===== src/verilog/mipsPkg.sv =====
`default_nettype none

package mipsPkg;

	////////////////////
	// Opcodes and function codes
	localparam logic [5:0] opR    = 6'b000000;
	localparam logic [5:0] opBeq  = 6'b000100;
	localparam logic [5:0] opJ    = 6'b000010;
	localparam logic [5:0] opJal  = 6'b000011;
	localparam logic [5:0] opLui  = 6'b001111;
	localparam logic [5:0] opLw   = 6'b100011;
	localparam logic [5:0] opOri  = 6'b001101;
	localparam logic [5:0] opSw   = 6'b101011;

	localparam logic [5:0] fnAddu = 6'b100001;
	localparam logic [5:0] fnSubu = 6'b100011;
	localparam logic [5:0] fnJr   = 6'b001000;
	localparam logic [5:0] fnNop  = 6'b000000;

	////////////////////
	// Select encodings, zero is always the quiet choice
	localparam logic [1:0] npcSeq    = 2'd0;
	localparam logic [1:0] npcBranch = 2'd1;
	localparam logic [1:0] npcJump   = 2'd2;
	localparam logic [1:0] npcReg    = 2'd3;

	localparam logic [1:0] extZero   = 2'd0;
	localparam logic [1:0] extSign   = 2'd1;
	localparam logic [1:0] extHigh   = 2'd2;

	localparam logic [2:0] aluAdd    = 3'd0;
	localparam logic [2:0] aluSub    = 3'd1;
	localparam logic [2:0] aluOr     = 3'd2;

	localparam logic [1:0] dstRd     = 2'd0;
	localparam logic [1:0] dstRt     = 2'd1;
	localparam logic [1:0] dst31     = 2'd2;

	localparam logic [1:0] dataAlu   = 2'd0;
	localparam logic [1:0] dataMem   = 2'd1;
	localparam logic [1:0] dataLink  = 2'd2;

	localparam logic [1:0] bReg      = 2'd0;
	localparam logic [1:0] bImm      = 2'd1;

	// Stages left until the result exists, seen from execute
	localparam logic [1:0] tnewAlu   = 2'd1;
	localparam logic [1:0] tnewMem   = 2'd2;
	localparam logic [1:0] tnewLink  = 2'd1;

	localparam logic [1:0] fwdNone   = 2'd0;
	localparam logic [1:0] fwdMem    = 2'd1;
	localparam logic [1:0] fwdWb     = 2'd2;

	////////////////////
	// One fetched word, three views
	typedef union packed {
		struct packed {
			logic [5:0] op;
			logic [4:0] rs;
			logic [4:0] rt;
			logic [4:0] rd;
			logic [4:0] shamt;
			logic [5:0] funct;
		} rType;
		struct packed {
			logic [5:0]  op;
			logic [4:0]  rs;
			logic [4:0]  rt;
			logic [15:0] imm16;
		} iType;
		struct packed {
			logic [5:0]  op;
			logic [25:0] target26;
		} jType;
	} instrWord;

	typedef struct packed {
		logic [1:0] npcOp;
		logic [1:0] extOp;
		logic [2:0] aluOp;
		logic [1:0] dstSel;
		logic [1:0] dataSel;
		logic [1:0] bSel;
		logic       regWrite;
		logic       memWrite;
		logic       useRsEarly;
		logic       useRsLate;
		logic       useRtEarly;
		logic       useRtLate;
		logic [1:0] tnew;
	} ctrlSignals;

	typedef struct packed {
		logic        valid;
		logic [4:0]  addr;
		logic [31:0] data;
	} regWriteEvent;

	typedef struct packed {
		logic        valid;
		logic [31:0] addr;
		logic [31:0] data;
	} storeEvent;

endpackage

`default_nettype wire


===== src/verilog/hazardUnit.sv =====
`timescale 1ns/100ps
`default_nettype none

module hazardUnit (
	input  mipsPkg::instrWord   decodeInstr,
	input  mipsPkg::ctrlSignals decodeCtrl,
	input  mipsPkg::ctrlSignals execCtrl,
	input  mipsPkg::ctrlSignals memCtrl,
	input  logic [4:0]          execDst,
	input  logic [4:0]          memDst,
	input  logic [4:0]          wbDst,
	input  logic [1:0]          memTnewLeft,
	output logic                stall,
	output logic [1:0]          fwdDecodeRs,
	output logic [1:0]          fwdDecodeRt,
	output logic [1:0]          fwdExecRs,
	output logic [1:0]          fwdExecRt
);

	logic [4:0] rs;
	logic [4:0] rt;
	logic       execRsHit;
	logic       execRtHit;
	logic       memRsHit;
	logic       memRtHit;
	logic       wbRsHit;
	logic       wbRtHit;

	function automatic logic hits(input logic [4:0] src, input logic writes,
		input logic [4:0] dst);
		return writes && (src != 5'd0) && (src == dst);
	endfunction

	// Tuse is 0 for early and 1 for late uses
	function automatic logic tooSoon(input logic early, input logic late,
		input logic [1:0] left);
		return (early && (left > 2'd0)) || (late && (left > 2'd1));
	endfunction

	assign rs = decodeInstr.rType.rs;
	assign rt = decodeInstr.rType.rt;

	assign execRsHit = hits(rs, execCtrl.regWrite, execDst);
	assign execRtHit = hits(rt, execCtrl.regWrite, execDst);
	assign memRsHit  = hits(rs, memCtrl.regWrite, memDst);
	assign memRtHit  = hits(rt, memCtrl.regWrite, memDst);
	// wbDst is zero when writeback is idle
	assign wbRsHit   = hits(rs, 1'b1, wbDst);
	assign wbRtHit   = hits(rt, 1'b1, wbDst);

	// Only the nearest producer of a register matters
	always_comb begin
		stall = 1'b0;
		if (execRsHit) begin
			stall |= tooSoon(decodeCtrl.useRsEarly, decodeCtrl.useRsLate, execCtrl.tnew);
		end else if (memRsHit) begin
			stall |= tooSoon(decodeCtrl.useRsEarly, decodeCtrl.useRsLate, memTnewLeft);
		end
		if (execRtHit) begin
			stall |= tooSoon(decodeCtrl.useRtEarly, decodeCtrl.useRtLate, execCtrl.tnew);
		end else if (memRtHit) begin
			stall |= tooSoon(decodeCtrl.useRtEarly, decodeCtrl.useRtLate, memTnewLeft);
		end
	end

	// Decode selects apply now
	assign fwdDecodeRs = memRsHit ? mipsPkg::fwdMem : wbRsHit ? mipsPkg::fwdWb : mipsPkg::fwdNone;
	assign fwdDecodeRt = memRtHit ? mipsPkg::fwdMem : wbRtHit ? mipsPkg::fwdWb : mipsPkg::fwdNone;

	// Execute selects travel with the instruction, producers move one stage on
	assign fwdExecRs = execRsHit ? mipsPkg::fwdMem : memRsHit ? mipsPkg::fwdWb : mipsPkg::fwdNone;
	assign fwdExecRt = execRtHit ? mipsPkg::fwdMem : memRtHit ? mipsPkg::fwdWb : mipsPkg::fwdNone;

endmodule

`default_nettype wire


===== config.mk =====
export PLATFORM = sky130hd
export DESIGN_NAME = hazardUnit
export DESIGN_NICKNAME = d
export VERILOG_FILES = /design/src/verilog/mipsPkg.sv /design/src/verilog/hazardUnit.sv
export SDC_FILE = /design/constraint.sdc
export NUM_CORES = 1
export LEC_CHECK = 0
export ABC_AREA = 1
export BUFFER_PORTS_ARGS = -buffer_cell sky130_fd_sc_hd__buf_4
export CAP_MARGIN = 20
export CORE_ASPECT_RATIO = 1.2
export CORE_UTILIZATION = 29
export DETAILED_ROUTE_END_ITERATION = 10
export PLACE_DENSITY = 0.86
export SLEW_MARGIN = 40
export SYNTH_ARGS = -nofsm -noshare
export SYNTH_HDL_FRONTEND = slang
export SYNTH_SLANG_ARGS = --single-unit
export TNS_END_PERCENT = 100

===== constraint.sdc =====
create_clock -name vclk -period 0.8
set_input_delay 0.04 -clock vclk [all_inputs]
set_output_delay 0.04 -clock vclk [all_outputs]
set_load 0.005 [all_outputs]

==> impl_metrics.py, run 1 <==
metrics = {
    "timing": {
        "hold_violations": 0,
        "fin_crit_sh": 1.223,
        "worstMarginPinSlew_ns": 0.2715,
        "setup_viol": 9,
        "setup_ws_ns": -0.1785,
        "maxSlewHeadroom": 0.8184,
        "slew_violations": 0,
        "rsz0062_at_grt": "true",
        "max_freq_mhz": 1022,
        "fin_crit_ns": 0.9785,
    },
    "worst_setup_path": {
        "end_kind": "primary output",
        "crit_path_top_delay_cell": "nor2_2",
        "crit_type": "input port to primary output",
        "path_cells": "buf_8, inv_6, nand2_1, nand2_1, nand2_1, nor2_2, nand3_2, nand2_2, inv_2, nand3_2, buf_6",
        "crit_top_cell": "nand2_1",
        "worstPathBufferInverterCount": 4,
        "worstPathMaxFanout": 4,
        "cp.required_ns": 0.76,
        "max_stage_delay_ns": 0.17,
        "path_delay_family": "simple AND/OR/NAND/NOR gates",
        "arrival_ns": 0.94,
        "critPathLaunchType": "input port",
    },
    "detailed_routing": {
        "wire_per_inst_um": 11.95,
        "route.detailed.drc": 0,
        "wl_um": 2736,
        "vias": 1079,
        "viasPerCell": 4.712,
        "ant_nets": 0,
        "drtIter0Drc": 17,
        "firstDrtPassIters": 6,
    },
    "floorplan": {
        "dieArea_um2": 2599,
        "core_area_um2": 2282,
        "fp.dieW_um": 46.71,
        "initial_core_util": 0.3048,
        "rows": 19,
        "die_h_um": 55.65,
        "ioPinCount": 121,
    },
    "run_status": {
        "failed_checks": "setup timing",
        "status": "finished with violations",
    },
    "pwr": {
        "p_leak_nw": 0.7396,
        "max-vdd-ir-drop_mv": 0.3159,
        "cellPowerDensity_nw_per_um2": 497.7,
    },
    "layout": {
        "nFillCells": 207,
        "syn_to_final_growth_pct": 107.6,
        "fin_nets": 312,
        "multi_input_area_um2": 720.7,
        "final-seq-area_um2": 0,
        "sequential_cell_total": 0,
        "num_antenna_cells": 0,
        "layout-drive-gt1-share": 0.6111,
        "nClkBuffers": 0,
        "finish.instance_area_um2": 1444,
    },
    "synthesis": {
        "ys_types": 18,
        "yosys.area.top_type": "nand2_1",
        "syn_area_um2": 695.7,
        "synth_top_area_share": 0.3183,
        "synthTopCellsByArea": "nand2_1 32%, inv_1 10%, nor2_1 9.7%, xor2_1 7.6%, xnor2_1 6.3%",
        "postSynthNetCount": 261,
        "syn_area_per_cell_um2": 4.669,
        "yosys_warnings": 0,
        "ys_seq_area_frac": 0,
        "syn_inst": 149,
    },
    "worst_hold_path": {
        "holdCritPathClass": "input port to primary output",
    },
    "grt": {
        "grtUsageTotal": 0.1729,
        "grt_pass1_wl_um": 3512,
        "antenna_found_initial": 0,
        "grt.overflow.total": 0,
        "grt_pass1_vias": 893,
        "grt_max_degree": 7,
    },
    "place": {
        "gp_congestion": 0.8996,
        "dp_hpwl_um": 1910,
        "place_ws_ns": -0.2120,
        "io_buffers": 44,
        "placed_cell_area_um2": 1080,
    },
    "flow_run": {
        "cap_violations": 0,
    },
    "clocking": {
        "holdBufCountCts": 0,
    },
}
==> layout make-up <==
class | instances | share of cell area
Multi-Input combinational cell | 117 | 0.4991
Timing Repair Buffer | 53 | 0.3744
Inverter | 28 | 0.09965
Tap cell | 31 | 0.02686
==> synth_stat cells <==
cell      number
nor2_4         1
nand2_2        1
a21oi_1        6
nor2_2         3
xnor2_1        5
inv_2          8
clkinv_1       1
nor3_1         4
inv_1         19
o21ai_0        1
nor2_1        18
xor2_1         6
buf_4          4
nand3_2        3
nand2_1       59
o21ai_1        3
nand3_1        4
nand4_1        3
==> what timing repair did <==
item	4_1_cts	5_1_grt
setup endpoints to repair	9	9
buffers inserted	1	2
resized for setup	35	76
pin swaps	24	39
==> final timing paths <==
kind / end / cells past startpoint / slack, ns / from
setup / recovery: stall / 11 / -0.18 / decodeInstr[25]
hold / removal: fwdDecodeRs[1] / 5 / 0.50 / wbDst[4]
==> layout by cell type, fill, tap and decap left out, types with 7 or more instances in the layout <==
cell and n:
buf_6 14, buf_4 29, nand2_2 14, buf_8 7
nor2_2 11, inv_1 7, nand2_1 43, nor2_1 7
inv_2 12
==> cell families after synthesis <==
family / share of synthesized area
xor+xnor: 0.1385
compound gates: 0.07193
simple gates: 0.5953
buf+inv: 0.1942
==> through the flow <==
stage                     hold WS (ns)  utilization  std cells  power (mW)  setup TNS (ns)
final                           0.5020       0.6327        229      0.7186         -0.8338
after global routing            0.5377       0.6327        229      0.7700          -1.383
after CTS                       0.4912       0.5203        227      0.5559         -0.7683
after detailed placement        0.4830       0.4731        226      0.4965          -1.117
after global placement          0.4775       0.4731        226      0.4906          -1.055
after floorplan                 0.2323            -        149      0.2347               0
==> layer usage <==
layer / share of wire / global-route usage
met5: 0 / 0
met4: 0.041 / 0.02041
met3: 0.067 / 0.006494
met2: 0.55 / 0.3294
met1: 0.34 / 0.2064
==> power breakdown <==
group / leakage [nW] / total (mW) / internal [mW] / switching (mW)
sequential: 0 / 0 / 0 / 0
combinational: 0.740 / 0.719 / 0.366 / 0.353
clock: 0 / 0 / 0 / 0
total: 0.740 / 0.719 / 0.366 / 0.353
Note: power is estimated with default switching activity, not from simulation.
==> run 2, diff against run 1 <==
- CORE_ASPECT_RATIO: 1.2 -> 0.9
==> run 2 against run 1 <==
Effect of this change:
- the run still ends with setup timing left
- total power grew 9.4%
- core utilization increased by 6.0 points
- design area rose by 6.6%
- cell count fell by 0.44%
- combinational power rose by 9.3%
- global-route usage increased by 1.4 points
- fmax is 1.5% lower
- wire length grew 8.4%
- non-clock buffer count rose by 3
- clock-buffer cell count unchanged
- first-iteration DRC count is 18% lower
- hold slack worse by 0.030 ns
==> impl_metrics.py, run 2 (synthesized netlist as in run 1, its figures left out) <==
metrics = {
    "flow_run": {
        "cap_violations": 0,
    },
    "pwr": {
        "p_int_uw": 397.1,
        "pwr-share-seq": 0,
        "cellPowerDensity_nw_per_um2": 510.8,
        "clkPwrFrac": 0,
        "p_sw_frac": 0.4948,
        "power_uw": 786.1,
        "max-vdd-ir-drop_mv": 0.3604,
        "p_leak_nw": 0.7775,
        "p_switching_uw": 389.0,
        "combPwrFrac": 1.000,
    },
    "detailed_routing": {
        "firstDrtPassIters": 4,
        "vias": 1103,
        "ant_nets": 0,
        "route.detailed.drc": 0,
        "wire_per_inst_um": 13.01,
        "drtIter0Drc": 14,
        "wl_um": 2967,
        "viasPerCell": 4.838,
    },
    "timing": {
        "worstMarginPinSlew_ns": 0.2258,
        "fin_crit_ns": 0.9938,
        "hold_violations": 0,
        "fin_crit_sh": 1.242,
        "setup_ws_ns": -0.1938,
        "holdWs_ns": 0.4724,
        "max_freq_mhz": 1006,
        "maxSlewHeadroom": 0.8484,
        "rsz0062_at_grt": "true",
        "setup_viol": 9,
        "slew_violations": 0,
        "tns_ns": -1.117,
    },
    "floorplan": {
        "rows": 16,
        "core_area_um2": 2222,
        "initial_core_util": 0.3131,
        "dieArea_um2": 2599,
        "die_h_um": 48.47,
        "fp.dieW_um": 53.63,
        "ioPinCount": 121,
    },
    "grt": {
        "grt.overflow.total": 0,
        "grt_max_degree": 7,
        "grtUsageTotal": 0.1870,
        "grt_pass1_vias": 939,
        "antenna_found_initial": 0,
        "grt_pass1_wl_um": 3767,
    },
    "place": {
        "gp_congestion": 0.8902,
        "dp_hpwl_um": 1890,
        "io_buffers": 44,
    },
    "layout": {
        "layout_common_cells": "33 x nand2_1, 30 x buf_4, 24 x nand2_2",
        "post-route-util": 0.6926,
        "fin_nets": 315,
        "sequential_cell_total": 0,
        "layout-drive-gt1-share": 0.6816,
        "num_antenna_cells": 0,
        "nClkBuffers": 0,
        "final-seq-area_um2": 0,
        "final_common_cell": "nand2_1",
        "syn_to_final_growth_pct": 121.2,
    },
    "worst_setup_path": {
        "critPathLaunchType": "input port",
        "crit_start": "decodeInstr[21]",
        "cp-endpoint": "stall",
        "worstPathMaxFanout": 5,
        "end_kind": "primary output",
        "cp.required_ns": 0.76,
        "crit_type": "input port to primary output",
        "arrival_ns": 0.95,
    },
    "run_status": {
        "status": "finished with violations",
        "failed_checks": "setup timing",
    },
    "worst_hold_path": {
        "holdCritPathClass": "input port to primary output",
    },
}
-- run 2: cell types whose count changed in the layout (fill, tap and decap cells not counted), sizes merged --
cell / change
buf: +3
-- run 2: final cells by class --
cell class         count  area, um^2
fillers              158       683.2
inverters             28       136.4
multi-input cells    117       793.3
well taps             27       33.78
repair buffers        56       575.6
-- run 2: timing repair --
action                     in CTS  in global routing
hold buffers                    0                  0
setup buffers                   3                  1
gates resized for setup        51                 78
pin swaps                      21                 41
setup endpoints to repair       9                  9
-- run 2: worst min-delay path by stage --
stage                        start        endpoint  cells after the start
after floorplan           wbDst[1]  fwdDecodeRs[1]                      3
after global placement    wbDst[4]  fwdDecodeRs[1]                      5
after detailed placement  wbDst[4]  fwdDecodeRs[1]                      5
after CTS                 wbDst[4]  fwdDecodeRs[1]                      5
after global routing      wbDst[4]  fwdDecodeRs[1]                      5
final                     wbDst[4]  fwdDecodeRs[1]                      5
-- run 2: metal layers --
metal  wire length, um  GRT usage
met4                70    0.04825
met3               152    0.01258
met1              1145     0.2357
met2              1599     0.3313
met5                 0          0
-- run 2: worst max-delay path, cell delays in order --
cell and delay, ns:
buf_8 0.11, nand2_1 0.07, nand2_1 0.06, nor2_1 0.13, nand2_2 0.12, nor2_4 0.18, nand3_2 0.08, nand3_2 0.07
buf_6 0.09
-- run 2: power groups by stage --
| stage | Clock (mW) | Combinational (mW) | Sequential, mW |
|---|---|---|---|
| after global placement | 0 | 0.498 | 0 |
| final | 0 | 0.786 | 0 |
| after global routing | 0 | 0.837 | 0 |
| after CTS | 0 | 0.613 | 0 |
| after floorplan | 0 | 0.235 | 0 |
| after detailed placement | 0 | 0.503 | 0 |
-- run 2: per-stage QoR --
| step | instances | area [um^2] | setup slack [ns] |
|---|---|---|---|
| after floorplan | 149 | 695.7 | 0.1222 |
| after global placement | 225 | 1097 | -0.1847 |
| after detailed placement | 225 | 1097 | -0.2087 |
| after CTS | 228 | 1282 | -0.1574 |
| after global routing | 228 | 1539 | -0.2547 |
| final | 228 | 1539 | -0.1938 |
==> run 3, diff against run 2 <==
- ABC_AREA: 1 -> unset
- CORE_UTILIZATION: 29 -> 23
- MAX_ROUTING_LAYER: unset -> met4
- PLACE_DENSITY: 0.86 -> 0.83
==> run 3 against run 2 <==
Effect of this change:
- the run still ends with setup timing left
- synthesized cell count down 56%
- clock-buffer cell count did not move
- global-route usage is 0.66 points lower
- first-iteration DRC count down 57%
- hold slack got worse by 0.046 ns
- critical path depth decreased by 2
- largest cell class is now non-clock buffers
==> impl_metrics.py, run 3 <==
metrics = {
    "timing": {
        "slew_violations": 0,
        "maxSlewHeadroom": 0.8140,
        "max_freq_mhz": 622.0,
        "tns_ns": -5.425,
        "fin_crit_sh": 2.010,
        "setup_ws_ns": -0.8076,
        "setup_viol": 9,
        "worstMarginPinSlew_ns": 0.2781,
        "hold_violations": 0,
        "rsz0062_at_grt": "true",
        "fin_crit_ns": 1.608,
    },
    "pwr": {
        "cellPowerDensity_nw_per_um2": 471.8,
        "p_leak_nw": 0.5553,
        "max-vdd-ir-drop_mv": 0.2831,
    },
    "synthesis": {
        "postSynthNetCount": 178,
        "syn_inst": 66,
        "yosys.area.top_type": "xnor2_1",
        "ys_types": 18,
        "synthTopCellsByCount": "16 x xnor2_1, 14 x xor2_1, 5 x nand4_1",
        "synth_most_common_cell": "xnor2_1",
        "synthTopCellsByArea": "xnor2_1 28%, xor2_1 24%, nand4_1 6.2%, buf_4 5.9%, nor4_2 5.0%",
        "syn_area_per_cell_um2": 7.659,
        "synth_adder_area_share": 0,
        "muxShareOfSynthArea": 0,
        "synth_compound_gate_area_share": 0.05941,
        "synth_top_family_by_area": "XOR/XNOR gates",
        "synth-simple-area-share": 0.3614,
        "yosys_warnings": 0,
        "synth_top_area_share": 0.2772,
        "synth-xor-area-share": 0.5198,
        "syn_area_um2": 505.5,
        "ys_seq_area_frac": 0,
    },
    "worst_setup_path": {
        "end_kind": "primary output",
        "cp.required_ns": 0.76,
        "crit_type": "input port to primary output",
        "crit_path_top_delay_cell": "or4_4",
        "arrival_ns": 1.57,
        "path_cells": "buf_6, or4_4, nor2_4, nor4_2, or4b_1, nand4_1, buf_4",
        "worstPathMaxFanout": 2,
        "critPathLaunchType": "input port",
        "max_stage_delay_ns": 0.54,
    },
    "grt": {
        "grtUsageTotal": 0.1803,
        "antenna_found_initial": 0,
        "grt_max_degree": 5,
        "grt.overflow.total": 0,
        "grt_pass1_wl_um": 3091,
        "grt_pass1_vias": 737,
    },
    "run_status": {
        "failed_checks": "setup timing",
        "status": "finished with violations",
    },
    "floorplan": {
        "dieArea_um2": 2390,
        "ioPinCount": 121,
        "die_h_um": 46.48,
        "initial_core_util": 0.2541,
        "core_area_um2": 1989,
        "fp.dieW_um": 51.42,
        "rows": 15,
    },
    "detailed_routing": {
        "viasPerCell": 4.604,
        "vias": 732,
        "wire_per_inst_um": 13.21,
        "ant_nets": 0,
        "route.detailed.drc": 0,
        "drtIter0Drc": 6,
        "wl_um": 2100,
        "firstDrtPassIters": 2,
    },
    "place": {
        "dp_hpwl_um": 1734,
        "gp_congestion": 0.9191,
        "io_buffers": 44,
    },
    "layout": {
        "layout_common_cells": "52 x buf_4, 20 x buf_6, 14 x xor2_1",
        "sequential_cell_total": 0,
        "final-seq-area_um2": 0,
        "nClkBuffers": 0,
        "fin_nets": 248,
        "post-route-util": 0.6101,
        "nFillCells": 176,
        "layout-drive-gt1-share": 0.6567,
        "syn_to_final_growth_pct": 140.1,
        "final_common_cell": "buf_4",
        "num_antenna_cells": 0,
    },
    "worst_hold_path": {
        "holdPathEnd": "stall",
        "hold-path-cell-count": 4,
        "min_from": "execCtrl[1]",
        "holdCritPathClass": "input port to primary output",
    },
    "clocking": {
        "holdBufCountCts": 0,
    },
    "flow_run": {
        "cap_violations": 0,
    },
}
==> run 3: metrics by stage <==
step	hold WS (ns)	instance area, um^2	setup WS [ns]	instances	total power [mW]
floorplan	0.2179	551.8	-0.5902	66	0.1894
global placement	0.4192	1041	-0.8330	152	0.4840
detailed placement	0.4235	1041	-0.8546	152	0.4963
CTS	0.4255	1151	-0.8108	155	0.5420
global route	0.4598	1214	-0.8549	159	0.6091
finish	0.4261	1214	-0.8076	159	0.5726
==> run 3: critical path, delay by kind of cell <==
family | cells | cell delay [ns]
buffers and inverters | 2 | 0.21
and+or+nand+nor | 5 | 1.32
==> run 3: cells by family after synthesis <==
| logic type | count (synthesis) |
|---|---|
| AND/OR/NAND/NOR | 27 |
| buffers and inverters | 4 |
| AO/OA/AOI/OAI | 5 |
| XOR/XNOR | 30 |
==> run 3: area by class of cell <==
cell class / count / area (um^2) / share of cell area
timing repair buffer: 72 / 615.6 / 0.5072
multi-input combinational: 62 / 566.8 / 0.4670
tap: 25 / 31.28 / 0.02577
==> run 3: worst max-delay path by stage <==
stage                                from    end  slack, ns  depth (start not counted)
after floorplan           decodeInstr[22]  stall      -0.59                          5
after global placement    decodeInstr[22]  stall      -0.83                          7
after detailed placement  decodeInstr[22]  stall      -0.85                          7
after CTS                 decodeInstr[22]  stall      -0.81                          7
after global routing      decodeInstr[22]  stall      -0.85                          7
final                     decodeInstr[22]  stall      -0.81                          7
==> run 3: power by group <==
part	switching, mW	internal [mW]	total, mW
logic	0.232	0.341	0.573
registers	0	0	0
clock network	0	0	0
==> run 3: per-layer routing <==
| layer | track usage | vias to the layer above | wire length (um) |
|---|---|---|---|
| met5 | - | - | 0 |
| met4 | 0.03784 | 0 | 17 |
| met1 | 0.2081 | 325 | 834 |
| met2 | 0.3455 | 33 | 1118 |
| met3 | 0.009901 | 2 | 129 |
| li1 | - | 372 | - |
==> run 3: repair_timing <==
item	4_1_cts	5_1_grt
resized for setup	18	10
setup buffers	4	5
endpoints found under the setup margin	9	9
pin swaps	7	8
